## src/fw_bus_pkg.sv

```systemverilog
/*
 * Firmware memory subsystem bus definitions.
 * Data and strobe widths of the APB side and the phase encoding
 * used by the slave port FSM.
 */

package fw_bus_pkg;

  // --------------------------------------------------------------------------
  // Data path widths
  // --------------------------------------------------------------------------

  // APB data bus, one 32-bit word per transfer
  localparam int DATA_W = 32;

  // One write strobe per byte lane
  localparam int STRB_W = DATA_W / 8;

  // --------------------------------------------------------------------------
  // APB slave phases
  // --------------------------------------------------------------------------

  // Idle     no transfer, waiting for a setup cycle
  // Access   setup seen, request goes out on the first penable cycle
  // Respond  request issued, waiting for the registered response
  typedef enum logic [1:0] {
    APB_IDLE    = 2'd0,
    APB_ACCESS  = 2'd1,
    APB_RESPOND = 2'd2
  } apb_state_e;

endpackage

```

## src/fw_mem_pkg.sv

```systemverilog
/*
 * Firmware memory subsystem memory map.
 * Address width, window bases, control register offsets, the value
 * returned on refused accesses and the region decode encoding.
 */

package fw_mem_pkg;

  // --------------------------------------------------------------------------
  // Address space
  // --------------------------------------------------------------------------

  // Byte address width on paddr, 4 KiB of space
  localparam int ADDR_W = 12;

  // Firmware RAM window, sized by RAM_DEPTH at the top level
  localparam logic [ADDR_W-1:0] RAM_BASE = 12'h000;

  // Control window, upper half of the space
  localparam logic [ADDR_W-1:0] CTRL_BASE = 12'h800;

  // --------------------------------------------------------------------------
  // Control registers, as word offsets from CTRL_BASE
  // --------------------------------------------------------------------------

  // Mode register, bit 0 sets application mode (sticky)
  localparam logic [ADDR_W-3:0] CTRL_MODE_OFS = '0;

  // Status register, bit 0 app mode, bit 1 denial seen
  localparam logic [ADDR_W-3:0] CTRL_STATUS_OFS = 10'd1;

  // --------------------------------------------------------------------------
  // Responses
  // --------------------------------------------------------------------------

  // Read value for denied or unmapped accesses, full 32-bit bus word
  localparam logic [31:0] DENY_DATA = 32'h0000_0000;

  // Target of a decoded request
  typedef enum logic [1:0] {
    REGION_RAM  = 2'd0,
    REGION_CTRL = 2'd1,
    REGION_NONE = 2'd2
  } region_e;

endpackage

```

## src/apb_resp_mux.sv

```systemverilog
/*
 * APB response mux.
 * Picks the read data for the finishing transfer and drives pready
 * and pslverr straight from the registered response.
 */

`timescale 1ns/1ps

module apb_resp_mux
  import fw_bus_pkg::*, fw_mem_pkg::*;
(
  // Registered response from access control
  input  logic              rsp_valid,
  input  logic              rsp_error,
  input  logic              rsp_sel_ram,
  input  logic [DATA_W-1:0] rsp_ctrl_data,

  // Read word from the RAM, valid with rsp_valid
  input  logic [DATA_W-1:0] ram_rdata,

  // APB response
  output logic [DATA_W-1:0] prdata,
  output logic              pready,
  output logic              pslverr
);

  // --------------------------------------------------------------------------
  // Read data select
  // --------------------------------------------------------------------------

  always_comb begin
    if (rsp_error) begin
      // Nothing leaks on a refused access
      prdata = DENY_DATA;
    end else if (rsp_sel_ram) begin
      prdata = ram_rdata;
    end else begin
      // Control window read
      prdata = rsp_ctrl_data;
    end
  end

  // --------------------------------------------------------------------------
  // Handshake
  // --------------------------------------------------------------------------

  // Single wait state, ends the cycle the response lands
  assign pready  = rsp_valid;

  // Error only alongside pready
  assign pslverr = rsp_valid && rsp_error;

endmodule

```

## config.mk

```make
export PLATFORM = sky130hd
export DESIGN_NAME = apb_resp_mux
export DESIGN_NICKNAME = d
export VERILOG_FILES = /design/src/fw_bus_pkg.sv /design/src/fw_mem_pkg.sv /design/src/apb_resp_mux.sv
export SDC_FILE = /design/constraint.sdc
export NUM_CORES = 1
export LEC_CHECK = 0
export ABC_AREA = 1
export BUFFER_PORTS_ARGS = -buffer_cell sky130_fd_sc_hd__buf_2
export CORE_AREA = 2 2 51 53
export DETAILED_ROUTE_END_ITERATION = 10
export DIE_AREA = 0 0 53 55
export PLACE_DENSITY = 0.84
export SYNTH_ARGS = -nofsm -noshare
export SYNTH_HDL_FRONTEND = slang
export SYNTH_SLANG_ARGS = --single-unit
export TNS_END_PERCENT = 20
```

## constraint.sdc

```tcl
create_clock -name vclk -period 0.8
set_input_delay 0.12 -clock vclk [all_inputs]
set_output_delay 0.12 -clock vclk [all_outputs]
set_load 0.005 [all_outputs]
```

==> impl_metrics.csv <==
group,metric,value,unit
clocking,hold_buffers,0,
floorplan,pin_count,101,
worst_hold_path,min_path_type,"in2out",
setup_path,crit_required,0.68,ns
flow_run,cap_violations,0,
sta,finalWorstSetupSlack,-0.02812,ns
route,drc,0,
placement,dp_hpwl,1715,um
power_and_ir_drop,power_density,505.9,nW/um2
layout,regArea,0,um2
logic_synthesis,syn_inst,174,
global_routing,grt_pass1_wl,3532,um
layout,antenna_cells,0,
route,drtIter0Drc,4,
sta,fmax,1208,MHz
sta,maxSlewHeadroom,93.29,%
setup_path,cpMaxStageDelayCell,"buf_16",
global_routing,grt_pass1_vias,933,
status,violations,"negative setup slack",
sta,timing.hold.ws,0.4248,ns
sta,drv_slew,0,
placement,routabilityCongestion,0.6731,
sta,fin_crit_sh,103.5,%
layout,fin_nets,347,
sta,rsz0062_at_grt,"yes",
logic_synthesis,yosysUniqueCellTypes,7,
logic_synthesis,syn_nets,241,
sta,tightest_slew,0.1005,ns
layout,seq_cells,0,
sta,hold_viol,0,
route,wl_per_cell,9.399,um
clocking,cts_setup_buffers,0,
layout,fin_util,69.84,%
sta,setup_viol,18,
route,vias,1296,
floorplan,die_w,53,um
global_routing,grt_max_degree,20,
logic_synthesis,avgSynthCellArea,4.099,um2
power_and_ir_drop,power_leakage,0.001114,uW
logic_synthesis,yosysSeqAreaShare,0,%
floorplan,row_count,18,
setup_path,path_cells,"buf_16 -> buf_16 -> nand2_1 -> nand2_1 -> nor2_1 -> buf_2",
placement,dp_slack,-0.06063,ns
layout,syn2layout_area_growth,131.6,%
floorplan,design.core.area,2365,um2
setup_path,crit_buf_inv,3,
setup_path,max_stage_delay,0.14,ns
floorplan,fp.dieH,55,um
status,status,"complete, but fails checks",
placement,portBuffers,101,
global_routing,overflow,0,
logic_synthesis,synth_commonest_cells,"65 x nand2_1, 64 x nor2_1, 33 x inv_1",
setup_path,path_max_fanout,5,
sta,totalNegativeSetupSlack,-0.1942,ns
logic_synthesis,synth_top_cells_by_area,"nand2_1 34%, nor2_1 34%, inv_1 17%, buf_6 11%, buf_2 2.1%",
logic_synthesis,yosysMostFrequentCell,"nand2_1",
route,postRouteAntennaNets,0,
logic_synthesis,yosysTopAreaCellShare,34.21,%
setup_path,start_kind,"input pin",
power_and_ir_drop,ir_worst_vdd,0.3184,mV
route,drt-total-wl,2895,um
setup_path,cpLargestDelayFamily,"buffers and inverters",
logic_synthesis,yosys_warnings,0,
global_routing,grtUsageTotal,14.90,%
route,routed_via_density,4.208,
layout,nClkBuffers,0,
route,firstDrtPassIters,4,
floorplan,die_area,2915,um2
global_routing,antenna_found_initial,0,
setup_path,cp.arrival,0.71,ns
setup_path,path_class,"in2out",
layout,drive_gt1_share,54.32,%
logic_synthesis,synth_area_leader_cell,"nand2_1",
logic_synthesis,syn-cell-area,713.2,um2
sta,period_needed,0.8281,ns
setup_path,cp-end-kind,"output port",
floorplan,start_util,30.16,%
==> routing by layer <==
layer  track usage, %  vias up  share of wire (%)
li1                 -      690                  -
met1            16.99      550                 41
met2            31.25       56                 52
met3            1.075        0                7.6
met4           0.8547        0                  0
met5                0        -                  0
==> final cells by class <==
class / count / area [um2]
tap: 30 / 37.54
timing repair buffer: 115 / 872.1
inverter: 34 / 140.1
multi-input combinational: 129 / 601.8
fill: 219 / 713.2
==> power breakdown <==
part	switching (uW)	internal [uW]	leakage (uW)	total, uW
clock	0	0	0	0
sequential	0	0	0	0
combinational	358	477	0.00111	835
total	358	477	0.00111	835
==> cells by family after synthesis <==
| family | synth area share, % |
|---|---|
| and+or+nand+nor | 67.89 |
| buffers and inverters | 32.11 |
==> cell usage in the layout (no fill, tap or decap) <==
cell and instances:
buf_12 4, nor2_2 16, buf_16 4, buf_6 1, nand2_2 13, clkinv_8 1
clkbuf_16 7, nor2_4 1, nor2_1 47, nand2_1 47, inv_1 33, buf_2 99
nand2_4 5
==> final timing paths <==
check | from | to | slack [ns] | cells past startpoint
max | rsp_sel_ram | prdata[28] | -0.03 | 6
min | rsp_valid | pready | 0.42 | 2
==> what timing repair did <==
action	CTS	global route
setup endpoints to repair	32	32
gates cloned	3	7
pin swaps	0	20
resized for setup	19	36
==> stage by stage <==
stage	total power (uW)	std cells	area, um2
2_1_floorplan	302.0	174	713.2
3_3_place_gp	580.0	298	1235
3_5_place_dp	588.4	298	1235
4_1_cts	675.0	301	1365
5_1_grt	925.0	308	1652
6_report	835.5	308	1652
No activity file was read; power rests on OpenSTA's default activity.
