File: src/fw_bus_pkg.sv
/*
 * Firmware memory subsystem bus definitions.
 * Data and strobe widths of the APB side and the phase encoding
 * used by the slave port FSM.
 */

package fw_bus_pkg;

  // --------------------------------------------------------------------------
  // Data path widths
  // --------------------------------------------------------------------------

  // APB data bus, one 32-bit word per transfer
  localparam int DATA_W = 32;

  // One write strobe per byte lane
  localparam int STRB_W = DATA_W / 8;

  // --------------------------------------------------------------------------
  // APB slave phases
  // --------------------------------------------------------------------------

  // Idle     no transfer, waiting for a setup cycle
  // Access   setup seen, request goes out on the first penable cycle
  // Respond  request issued, waiting for the registered response
  typedef enum logic [1:0] {
    APB_IDLE    = 2'd0,
    APB_ACCESS  = 2'd1,
    APB_RESPOND = 2'd2
  } apb_state_e;

endpackage

File: src/fw_mem_pkg.sv
/*
 * Firmware memory subsystem memory map.
 * Address width, window bases, control register offsets, the value
 * returned on refused accesses and the region decode encoding.
 */

package fw_mem_pkg;

  // --------------------------------------------------------------------------
  // Address space
  // --------------------------------------------------------------------------

  // Byte address width on paddr, 4 KiB of space
  localparam int ADDR_W = 12;

  // Firmware RAM window, sized by RAM_DEPTH at the top level
  localparam logic [ADDR_W-1:0] RAM_BASE = 12'h000;

  // Control window, upper half of the space
  localparam logic [ADDR_W-1:0] CTRL_BASE = 12'h800;

  // --------------------------------------------------------------------------
  // Control registers, as word offsets from CTRL_BASE
  // --------------------------------------------------------------------------

  // Mode register, bit 0 sets application mode (sticky)
  localparam logic [ADDR_W-3:0] CTRL_MODE_OFS = '0;

  // Status register, bit 0 app mode, bit 1 denial seen
  localparam logic [ADDR_W-3:0] CTRL_STATUS_OFS = 10'd1;

  // --------------------------------------------------------------------------
  // Responses
  // --------------------------------------------------------------------------

  // Read value for denied or unmapped accesses, full 32-bit bus word
  localparam logic [31:0] DENY_DATA = 32'h0000_0000;

  // Target of a decoded request
  typedef enum logic [1:0] {
    REGION_RAM  = 2'd0,
    REGION_CTRL = 2'd1,
    REGION_NONE = 2'd2
  } region_e;

endpackage

File: src/apb_slave_port.sv
/*
 * APB slave port.
 * Follows the setup and access phases of each transfer and turns it
 * into exactly one internal request pulse, then holds off until the
 * response for that request has been returned.
 */

`timescale 1ns/1ps

module apb_slave_port
  import fw_bus_pkg::*, fw_mem_pkg::*;
(
  input  logic              clk,
  input  logic              reset_n,

  // APB slave side
  input  logic              psel,
  input  logic              penable,
  input  logic              pwrite,
  input  logic [ADDR_W-1:0] paddr,
  input  logic [DATA_W-1:0] pwdata,
  input  logic [STRB_W-1:0] pstrb,

  // Response returned for the request in flight
  input  logic              rsp_valid,

  // Internal request
  output logic              req_valid,
  output logic              req_write,
  output logic [ADDR_W-1:0] req_addr,
  output logic [DATA_W-1:0] req_wdata,
  output logic [STRB_W-1:0] req_strb
);

  // --------------------------------------------------------------------------
  // Phase tracking
  // --------------------------------------------------------------------------

  apb_state_e state;
  apb_state_e state_next;

  // Setup cycle of a new transfer
  logic setup_seen;

  // First access cycle of the transfer being tracked
  logic access_seen;

  assign setup_seen  = psel && !penable;
  assign access_seen = (state == APB_ACCESS) && psel && penable;

  always_comb begin
    state_next = state;
    unique case (state)
      APB_IDLE: begin
        if (setup_seen) begin
          state_next = APB_ACCESS;
        end
      end
      APB_ACCESS: begin
        // Request goes out here, then wait for its response
        if (access_seen) begin
          state_next = APB_RESPOND;
        end else if (!psel) begin
          // Master dropped the transfer after setup
          state_next = APB_IDLE;
        end
      end
      APB_RESPOND: begin
        // penable still high here, no second request
        if (rsp_valid) begin
          state_next = APB_IDLE;
        end
      end
      default: begin
        state_next = APB_IDLE;
      end
    endcase
  end

  always_ff @(posedge clk) begin
    if (!reset_n) begin
      state <= APB_IDLE;
    end else begin
      state <= state_next;
    end
  end

  // --------------------------------------------------------------------------
  // Request outputs
  // --------------------------------------------------------------------------

  // One pulse, same cycle as the penable rise
  assign req_valid = access_seen;

  // Master holds these stable for the whole transfer
  assign req_write = pwrite;
  assign req_addr  = paddr;
  assign req_wdata = pwdata;

  // Reads never carry strobes
  assign req_strb  = pwrite ? pstrb : '0;

endmodule

File: config.mk
export PLATFORM = sky130hd
export DESIGN_NAME = apb_slave_port
export DESIGN_NICKNAME = d
export VERILOG_FILES = /design/src/fw_bus_pkg.sv /design/src/fw_mem_pkg.sv /design/src/apb_slave_port.sv
export SDC_FILE = /design/constraint.sdc
export NUM_CORES = 1
export LEC_CHECK = 0
export BUFFER_PORTS_ARGS = -buffer_cell sky130_fd_sc_hd__buf_2
export CAP_MARGIN = 20
export CORE_MARGIN = 2
export CORE_UTILIZATION = 24
export CTS_BUF_LIST = sky130_fd_sc_hd__clkbuf_4 sky130_fd_sc_hd__clkbuf_8
export DETAILED_ROUTE_END_ITERATION = 10
export PLACE_DENSITY = 0.83
export SLEW_MARGIN = 20
export SYNTH_ARGS = -nofsm -noshare
export SYNTH_HDL_FRONTEND = slang
export SYNTH_SLANG_ARGS = --single-unit
File: constraint.sdc
create_clock -name clk -period 2.3 [get_ports clk]
set_clock_uncertainty 0.2 [all_clocks]
set_input_delay 0.46 -clock clk [delete_from_list [all_inputs] [get_ports clk]]
set_output_delay 0.46 -clock clk [all_outputs]
set_load 0.005 [all_outputs]
==> metrics.csv <==
stage;metric;value;unit
detailed_routing;ant_nets;0;
floorplan;core-area;0.00173;mm2
sta;slew-limit-headroom;88.4;%
setup_path;cp_slowest_cell;dfxtp_1;
grt;track_usage;6.55;%
detailed_routing;firstDrtPassIters;1;
yosys;synth_common_cells;buf_4 (45), and2_1 (4), dfxtp_1 (2);
yosys;synth_top_area_share;76.7;%
finish;antenna_cells;0;
clock_network;tritoncts;built;
clock_network;cts.sinks;2;
grt;antenna_found_initial;0;
clock_network;cts_resized;0;
clock_network;cts-htree-levels;1;
sta;fin_ws;0.737;ns
clock_network;clkLatencyLatePin;0.22;ns
placed_design;place_congestion;0.617;
finish;layout.nets;84;
yosys;ys_warn_count;0;
sta;setup_tns;0;ns
yosys;async_flop_share;0;%
yosys;avgSynthCellArea;8.01;um2
detailed_routing;drt_iter0_markers;0;
sta;rsz0062_at_grt;false;
grt;grt_pass1_vias;219;
power_and_ir_drop;power.leakage;0.118;nW
detailed_routing;via_count;217;
finish;instances_no_fill;53;
yosys;yosysMostFrequentCell;buf_4;
finish;top_register;state;
run_status;outcome;complete, no violations;
power_and_ir_drop;power_density;559;mW/mm2
yosys;synth_ff_type;dfxtp_1;
setup_path;r2r_slack;1.28;ns
sta;finalHoldViolCount;0;
sta;fin_crit;1.56;ns
setup_path;start_kind;register;
yosys;synth_cells;55;
grt;grt_max_degree;6;
detailed_routing;drc;0;
placed_design;port_buffers;15;
setup_path;path_cells;and4b_1, buf_2;
clock_network;post_cts_buffers;0;
power_and_ir_drop;peakVddDrop;203;uV
yosys;synth_area;440;um2
detailed_routing;wl_per_cell;13.2;um
grt;grt_pass1_wl;897;um
floorplan;rows;15;
power_and_ir_drop;total_power;129;uW
sta;slew_violations;0;
sta;fmax;640;MHz
finish;synthToLayoutAreaGrowth;-47.4;%
detailed_routing;drt_wl_total;697;um
clock_network;cts_buffers;3;
finish;reg.largest.list;state x2;
setup_path;path_class;register to primary output;
setup_path;crit_arrival;0.90;ns
floorplan;pin_count;104;
clock_network;path_clk_slew;0.03;ns
clock_network;clk_path_buf_depth;2;
clock_network;holdBufCountCts;0;
clock_network;ctsRootBufferMaster;clkbuf_4;
placed_design;pre_cts_ws;0.747;ns
floorplan;fp.dieW;46.8;um
setup_path;end_kind;primary output;
yosys;yosys-top-cells-area;buf_4 (77%), dfxtp_1 (9.1%), and2_1 (5.7%), and4bb_2 (2.8%), and4b_1 (2.3%);
yosys;mappedNetlistNets;109;
finish;drive_above_1_share;67.9;%
floorplan;die_y;46.8;um
yosys;ys_ff_latch;2;
setup_path;critPathMaxFanout;3;
yosys;synth.distinct_cells;7;
run;cap_violations;0;
yosys;yosys.area.top_type;buf_4;
hold_path;hold_path.class;input pin to register;
sta;whs;0.262;ns
placed_design;placedCellCount;50;
setup_path;worstPathRequired;1.64;ns
yosys;yosysSeqAreaShare;9.09;%
finish;final_cell_area;231;um2
finish;largest_reg_flops;2;
setup_path;critPathMaxStageDelay;0.30;ns
placed_design;post_dp_cell_area;209;um2
grt;grt_remaining_overflow;0;
sta;finalSetupViolCount;0;
floorplan;dieArea;0.00219;mm2
yosys;synth_edf_count;0;
sta;worst_slew_pin_slew;0.173;ns
sta;fin_crit_sh;68.0;%
detailed_routing;via_per_inst;4.09;
floorplan;start_util;25.5;%
finish;utilization;13.4;%
## power breakdown
part	internal, mW	leakage [nW]	switching [mW]
registers	0.0360	0.0163	0.000476
clock network	0.0573	0.0138	0.0178
logic	0.0114	0.0880	0.00633
total	0.105	0.118	0.0246
## worst paths after layout
kind,startpoint,endpoint,cells after the start
worst min register to register,state[0]$_SDFFE_PN0P_,state[1]$_SDFFE_PN0P_,2
worst max register to register,state[1]$_SDFFE_PN0P_,state[1]$_SDFFE_PN0P_,2
worst max-delay path,state[1]$_SDFFE_PN0P_,req_valid,2
worst min-delay path,reset_n,state[1]$_SDFFE_PN0P_,2
## area by class of cell
type	count	area, um2
multi-input cells	8	62.6
fillers	213	1500
clock buffers	3	22.5
well taps	25	31.3
repair buffers	15	75.1
flip-flops and latches	2	40.0
## worst max-delay path, delay by kind of cell, from the launching register on
kind	cells	cell delay [ns]
DFF	1	0.30
and+or+nand+nor	1	0.26
buffers and inverters	1	0.12
## cells in the final DEF (no fill, tap or decap)
master,count
buf_2,15
and2_1,4
clkbuf_4,3
dfxtp_1,2
and4b_1,1
and4bb_2,1
nor3b_1,1
o21a_1,1
## metal layers
metal  global-route usage (%)  up-vias  part of all wire, %
met5                        0        -                    0
met4                     13.9        0                   11
met3                     5.77       18                   26
met2                     9.86       37                   46
met1                     1.83       90                   17
li1                         -       72                    -
## cells by family (layout without fill, tap and decap cells)
kind of cell / count (synthesis) / after routing / synth area share (%)
AOI/OAI and AO/OA: 1 / 1 / 1.71
buffers and inverters: 45 / 18 / 76.7
DFF: 2 / 2 / 9.09
and+or+nand+nor: 7 / 7 / 12.5
Power figures use the tool's default switching activity.
