File: config.mk
export PLATFORM = sky130hd
export DESIGN_NAME = fw_access_ctrl
export DESIGN_NICKNAME = d
export VERILOG_FILES = /design/src/fw_bus_pkg.sv /design/src/fw_mem_pkg.sv /design/src/fw_access_ctrl.sv
export SDC_FILE = /design/constraint.sdc
export NUM_CORES = 1
export LEC_CHECK = 0
export BUFFER_PORTS_ARGS = -buffer_cell sky130_fd_sc_hd__buf_2
export CAP_MARGIN = 10
export CORE_ASPECT_RATIO = 2
export CORE_MARGIN = 1
export CORE_UTILIZATION = 28
export CTS_CLUSTER_SIZE = 10
export DETAILED_ROUTE_END_ITERATION = 7
export GPL_TIMING_DRIVEN = 0
export PLACE_DENSITY_LB_ADDON = 0.12
export SLEW_MARGIN = 20
export SYNTH_ARGS = -nofsm -noshare
export SYNTH_HDL_FRONTEND = slang
export SYNTH_SLANG_ARGS = --single-unit
File: constraint.sdc
create_clock -name clk -period 0.99 [get_ports clk]
set_input_delay 0.0495 -clock clk [delete_from_list [all_inputs] [get_ports clk]]
set_output_delay 0.0495 -clock clk [all_outputs]
set_load 0.02 [all_outputs]
File: src/fw_bus_pkg.sv
/*
 * Firmware memory subsystem bus definitions.
 * Data and strobe widths of the APB side and the phase encoding
 * used by the slave port FSM.
 */

package fw_bus_pkg;

  // --------------------------------------------------------------------------
  // Data path widths
  // --------------------------------------------------------------------------

  // APB data bus, one 32-bit word per transfer
  localparam int DATA_W = 32;

  // One write strobe per byte lane
  localparam int STRB_W = DATA_W / 8;

  // --------------------------------------------------------------------------
  // APB slave phases
  // --------------------------------------------------------------------------

  // Idle     no transfer, waiting for a setup cycle
  // Access   setup seen, request goes out on the first penable cycle
  // Respond  request issued, waiting for the registered response
  typedef enum logic [1:0] {
    APB_IDLE    = 2'd0,
    APB_ACCESS  = 2'd1,
    APB_RESPOND = 2'd2
  } apb_state_e;

endpackage

File: src/fw_mem_pkg.sv
/*
 * Firmware memory subsystem memory map.
 * Address width, window bases, control register offsets, the value
 * returned on refused accesses and the region decode encoding.
 */

package fw_mem_pkg;

  // --------------------------------------------------------------------------
  // Address space
  // --------------------------------------------------------------------------

  // Byte address width on paddr, 4 KiB of space
  localparam int ADDR_W = 12;

  // Firmware RAM window, sized by RAM_DEPTH at the top level
  localparam logic [ADDR_W-1:0] RAM_BASE = 12'h000;

  // Control window, upper half of the space
  localparam logic [ADDR_W-1:0] CTRL_BASE = 12'h800;

  // --------------------------------------------------------------------------
  // Control registers, as word offsets from CTRL_BASE
  // --------------------------------------------------------------------------

  // Mode register, bit 0 sets application mode (sticky)
  localparam logic [ADDR_W-3:0] CTRL_MODE_OFS = '0;

  // Status register, bit 0 app mode, bit 1 denial seen
  localparam logic [ADDR_W-3:0] CTRL_STATUS_OFS = 10'd1;

  // --------------------------------------------------------------------------
  // Responses
  // --------------------------------------------------------------------------

  // Read value for denied or unmapped accesses, full 32-bit bus word
  localparam logic [31:0] DENY_DATA = 32'h0000_0000;

  // Target of a decoded request
  typedef enum logic [1:0] {
    REGION_RAM  = 2'd0,
    REGION_CTRL = 2'd1,
    REGION_NONE = 2'd2
  } region_e;

endpackage

File: src/fw_access_ctrl.sv
/*
 * Firmware access control.
 * Decodes each request into RAM, control or unmapped, holds the sticky
 * application-mode flag and lets RAM traffic through only while the
 * flag is clear. Produces a registered response one cycle later.
 */

`timescale 1ns/1ps

module fw_access_ctrl
  import fw_bus_pkg::*, fw_mem_pkg::*;
#(
  parameter int RAM_DEPTH = 512
) (
  input  logic                         clk,
  input  logic                         reset_n,

  // Request from the slave port
  input  logic                         req_valid,
  input  logic                         req_write,
  input  logic [ADDR_W-1:0]            req_addr,
  input  logic [DATA_W-1:0]            req_wdata,
  input  logic [STRB_W-1:0]            req_strb,

  // RAM side
  output logic                         ram_cs,
  output logic [STRB_W-1:0]            ram_we,
  output logic [$clog2(RAM_DEPTH)-1:0] ram_addr,
  output logic [DATA_W-1:0]            ram_wdata,

  // Response to the output mux
  output logic                         rsp_valid,
  output logic                         rsp_error,
  output logic                         rsp_sel_ram,
  output logic [DATA_W-1:0]            rsp_ctrl_data
);

  localparam int RAM_AW = $clog2(RAM_DEPTH);

  // --------------------------------------------------------------------------
  // Region decode
  // --------------------------------------------------------------------------

  region_e           region;
  logic [ADDR_W-1:0] ram_ofs;
  logic [ADDR_W-1:0] ctrl_ofs;
  logic              is_mode;
  logic              is_status;

  assign ram_ofs  = req_addr - RAM_BASE;
  assign ctrl_ofs = req_addr - CTRL_BASE;

  // Word offsets inside the control window
  assign is_mode   = (req_addr >= CTRL_BASE) && (ctrl_ofs[ADDR_W-1:2] == CTRL_MODE_OFS);
  assign is_status = (req_addr >= CTRL_BASE) && (ctrl_ofs[ADDR_W-1:2] == CTRL_STATUS_OFS);

  // Control registers win over the RAM window if the two overlap
  always_comb begin
    if (is_mode || is_status) begin
      region = REGION_CTRL;
    end else if ((req_addr >= RAM_BASE) && (int'(ram_ofs) < RAM_DEPTH * 4)) begin
      region = REGION_RAM;
    end else begin
      region = REGION_NONE;
    end
  end

  // --------------------------------------------------------------------------
  // Mode and denial state
  // --------------------------------------------------------------------------

  logic app_mode;
  logic denied;
  logic deny;
  logic set_app;

  // RAM request refused once in application mode
  assign deny = req_valid && (region == REGION_RAM) && app_mode;

  // Mode register write with bit 0 set in an enabled byte 0
  assign set_app = req_valid && req_write && is_mode && req_strb[0] && req_wdata[0];

  always_ff @(posedge clk) begin
    if (!reset_n) begin
      app_mode <= 1'b0;
      denied   <= 1'b0;
    end else begin
      // Both flags stay set until the next reset
      if (set_app) begin
        app_mode <= 1'b1;
      end
      if (deny) begin
        denied <= 1'b1;
      end
    end
  end

  // --------------------------------------------------------------------------
  // RAM request in the same cycle as req_valid
  // --------------------------------------------------------------------------

  assign ram_cs    = req_valid && (region == REGION_RAM) && !app_mode;
  assign ram_we    = {STRB_W{ram_cs && req_write}} & req_strb;
  assign ram_addr  = ram_ofs[RAM_AW+1:2];
  assign ram_wdata = req_wdata;

  // --------------------------------------------------------------------------
  // Registered response
  // --------------------------------------------------------------------------

  always_ff @(posedge clk) begin
    if (!reset_n) begin
      rsp_valid   <= 1'b0;
      rsp_error   <= 1'b0;
      rsp_sel_ram <= 1'b0;
    end else begin
      rsp_valid   <= req_valid;
      rsp_error   <= deny || (req_valid && (region == REGION_NONE));
      rsp_sel_ram <= req_valid && (region == REGION_RAM);
    end
  end

  // Status word shared by both offsets
  always_ff @(posedge clk) begin
    if (req_valid) begin
      rsp_ctrl_data <= {{(DATA_W-2){1'b0}}, denied, app_mode};
    end
  end

endmodule

==> summary.md <==
| Metric | Value |
|---|---|
| Met1 usage in global routing | `8.81%` |
| WL/cell | `9.08 µm` |
| Total Routed Length | `2090 µm` |
| Worst VDD drop | `roughly 0.37 mV` |
| Vias | `854` |
| Top cells by instance count after synthesis | `71 x buf_4, 5 x dfxtp_1, 4 x and2_1` |
| Most frequent cell after synthesis | `buf_4` |
| Initial antenna violation count | `0` |
| GRT met3 Usage | `~3.6%` |
| Clk_skew | `0.310 ps` |
| P_sw | `460 µW` |
| Final ANT Viol Nets | `0` |
| TritonCTS Sinks | `7` |
| Number of flops mapped to enable cells by yosys | `2` |
| Share of the synthesized area in the top cell type | `approximately 64%` |
| Dpl hpwl | `1870 µm` |
| Ys flop type | `dfxtp_1` |
| First-pass GRT wire length | `2740 µm` |
| Nets@finish | `between 200 and 300` |
| Status | `finished, violations left` |
| Die ar. | `3190 µm²` |
| Total Routing Usage GR | `12.0%` |
| Setup Crit Path Kind | `flip-flop to output port` |
| Final hold viol count | `0` |
| # IOs | `133` |
| Final Worst Setup Slack | `-123 ps` |
| Worst hold path class | `primary input to flip-flop` |
| Std cell rows | `27` |
| Ant. Diodes | `0` |
| Seq/Total Area, Yosys | `19.4%` |
| Share of cells above drive strength 1 | `about three quarters` |
| Fillcell total | `287` |
| Drt pass-1 iters | `3` |
| CTS HTree Levels | `1` |
| Synthesized flop and latch total | `7` |
| Final Setup Violations | `4` |
| PD cells | `938 nW/µm²` |
| Critical Path End Type | `output port` |
| Max-Cap Viols | `0` |
| Post-Syn Instances | `between 90 and 100` |
| Grt met2 use | `23.3%` |
| Tcrit/Tclk final | `112%` |
| Netlist cell types | `16` |
| Clk network pwr share | `between 30% and 40%` |
| GPL Wtd Cong | `0.704` |
| Main area contributors after synthesis | `buf_4 64%, dfxtp_1 12%, edfxtp_1 7.3%` |
| GRT Max-Usage Layer | `met2` |
| CTS Hold Bufs | `0` |
| Total chip power | `~1.3 mW` |
| Crit path cell chain | `nor3_4, and2_4, buf_6` |
| CP required | `between 900 and 1000 ps` |
| Chip width | `40.4 µm` |
| Comb pwr share | `between 40% and 50%` |
| Core Footprint | `2770 µm²` |
| Post-Syn Area | `827 µm²` |
| Hold slack | `77.8 ps` |
| Clk_lat worst skew | `230 ps` |
| Synth area leader | `buf_4` |
| Biggest cell delay along the critical path | `350 ps` |
| Root Buffer | `clkbuf_8` |
| Syn Area/Cell | `8.44 µm²` |
| Net Sw Frac | `between 30% and 40%` |
| Area growth syn-to-layout | `71.4%` |
| Placed cell count | `225` |
| Internal | `just under 900 µW` |
| Vias in the first global route | `686` |
| CTS tree | `yes` |
| Lkg Pwr | `between 0.8 and 0.9 nW` |
| Final non-filler cell total | `230` |
| Critical path data arrival time | `1060 ps` |
| Largest net degree at the start of global routing | `7` |
| Failing checks | `negative setup slack` |
| Worst setup SP type | `flip-flop` |
| HP Start | `reset_n` |
| DR DRC count | `0` |
| Starting Density | `29.9%` |
| DR iter-0 viols | `3` |
| Sequential power share | `22.8%` |
| Critical path launch point | `app_mode$_SDFFE_PN0P_` |
| Clk buf depth | `2` |
| Critical Path Fanout Max | `4` |
| Clock transition at path regs | `40 ps` |
| IO buf count | `69` |
| Via/cell ratio | `around 3.7` |
| Die H | `about 80 µm` |
| Minimum clock period | `~1100 ps` |
| Ys Warns | `0` |
| Slew Limit Fails | `0` |
| Synth async-reset ratio | `0%` |
| CTS buffer count | `3` |
| Reg-to-reg startpoint | `app_mode$_SDFFE_PN0P_` |
| RSZ-0062 raised after global routing | `true` |
| Achievable Freq | `roughly 900 MHz` |
| Total gr overflow | `0` |
| CP max stage cell | `dfxtp_4` |
[power groups by stage]
| stage | sequential, mW | clock (mW) | combinational, mW |
|---|---|---|---|
| after floorplan | 0.322 | 0 | 0.456 |
| after global placement | 0.310 | 0 | 0.606 |
| after detailed placement | 0.311 | 0 | 0.608 |
| after CTS | 0.304 | 0.404 | 0.622 |
| after global routing | 0.304 | 0.424 | 0.668 |
| final | 0.303 | 0.400 | 0.627 |
[critical path, delay by kind of cell (launching register included)]
kind / cells / cell delay [ps]
buffers and inverters: 1 / 110
DFF: 1 / 350
and+or+nand+nor: 2 / 380
[routing by layer]
layer | vias to the layer above | share of wire [%]
li1 | 414 | -
met1 | 368 | 25
met2 | 69 | 61
met3 | 3 | 13
met4 | 0 | 1.6
met5 | - | 0
[flip-flops by register name, summed over array words and instances (netlist names)]
signal	flops
app_mode	1
denied	1
rsp_error	1
rsp_valid	1
rsp_ctrl_data	2
rsp_sel_ram	1
[path summary, 6_finish.rpt]
| check | end | slack (ps) | cells past startpoint |
|---|---|---|---|
| max | ram_we[3] | -120 | 3 |
| max reg2reg | denied$_SDFFE_PN0P_ | 60 | 3 |
| min reg2reg | rsp_ctrl_data[1]$_DFFE_PP_ | 440 | 0 |
| min | denied$_SDFFE_PN0P_ | 80 | 2 |
[through the flow]
stage                     util (%)  instance area [µm²]  setup TNS (ps)  setup WS (ps)
after floorplan                  -                  936               0           70.6
after global placement        47.6                 1320            -442           -116
after detailed placement      47.6                 1320            -625           -160
final                         51.2                 1420            -475           -123
after global routing          51.2                 1420            -698           -170
after CTS                     51.0                 1410            -457           -115
[what timing repair did]
| item | in CTS | in global routing |
|---|---|---|
| endpoints found under the hold margin | 0 | 0 |
| resized for setup | 14 | 1 |
| setup buffers | 1 | 0 |
| setup endpoints to repair | 5 | 5 |
| pin swaps | 5 | 0 |
[placed cells by master, fill, tap and decap left out, types with 2 or more instances in the layout]
master and count:
edfxtp_1 2, dfxtp_1 4, buf_2 65, clkbuf_8 3
nand4b_1 2, buf_4 72, conb_1 30, nand2_1 3
buf_6 4, and2_4 3
[layout make-up]
cell class | count | area [µm²] | area share [%]
flip-flops and latches | 7 | 164 | 11.6
well taps | 29 | 36.3 | 2.56
plain buffers | 71 | 533 | 37.6
clock buffers | 4 | 45.0 | 3.18
inverters | 1 | 3.75 | 0.265
repair buffers | 70 | 378 | 26.7
multi-input cells | 48 | 258 | 18.2
[kinds of logic after synthesis]
logic type,after synthesis,share of synthesized area [%]
flops,7,19.4
compound gates,3,3.63
simple gates,15,11.6
buf+inv,72,64.9
other cells,1,0.453
(Power assumes the default switching activity.)
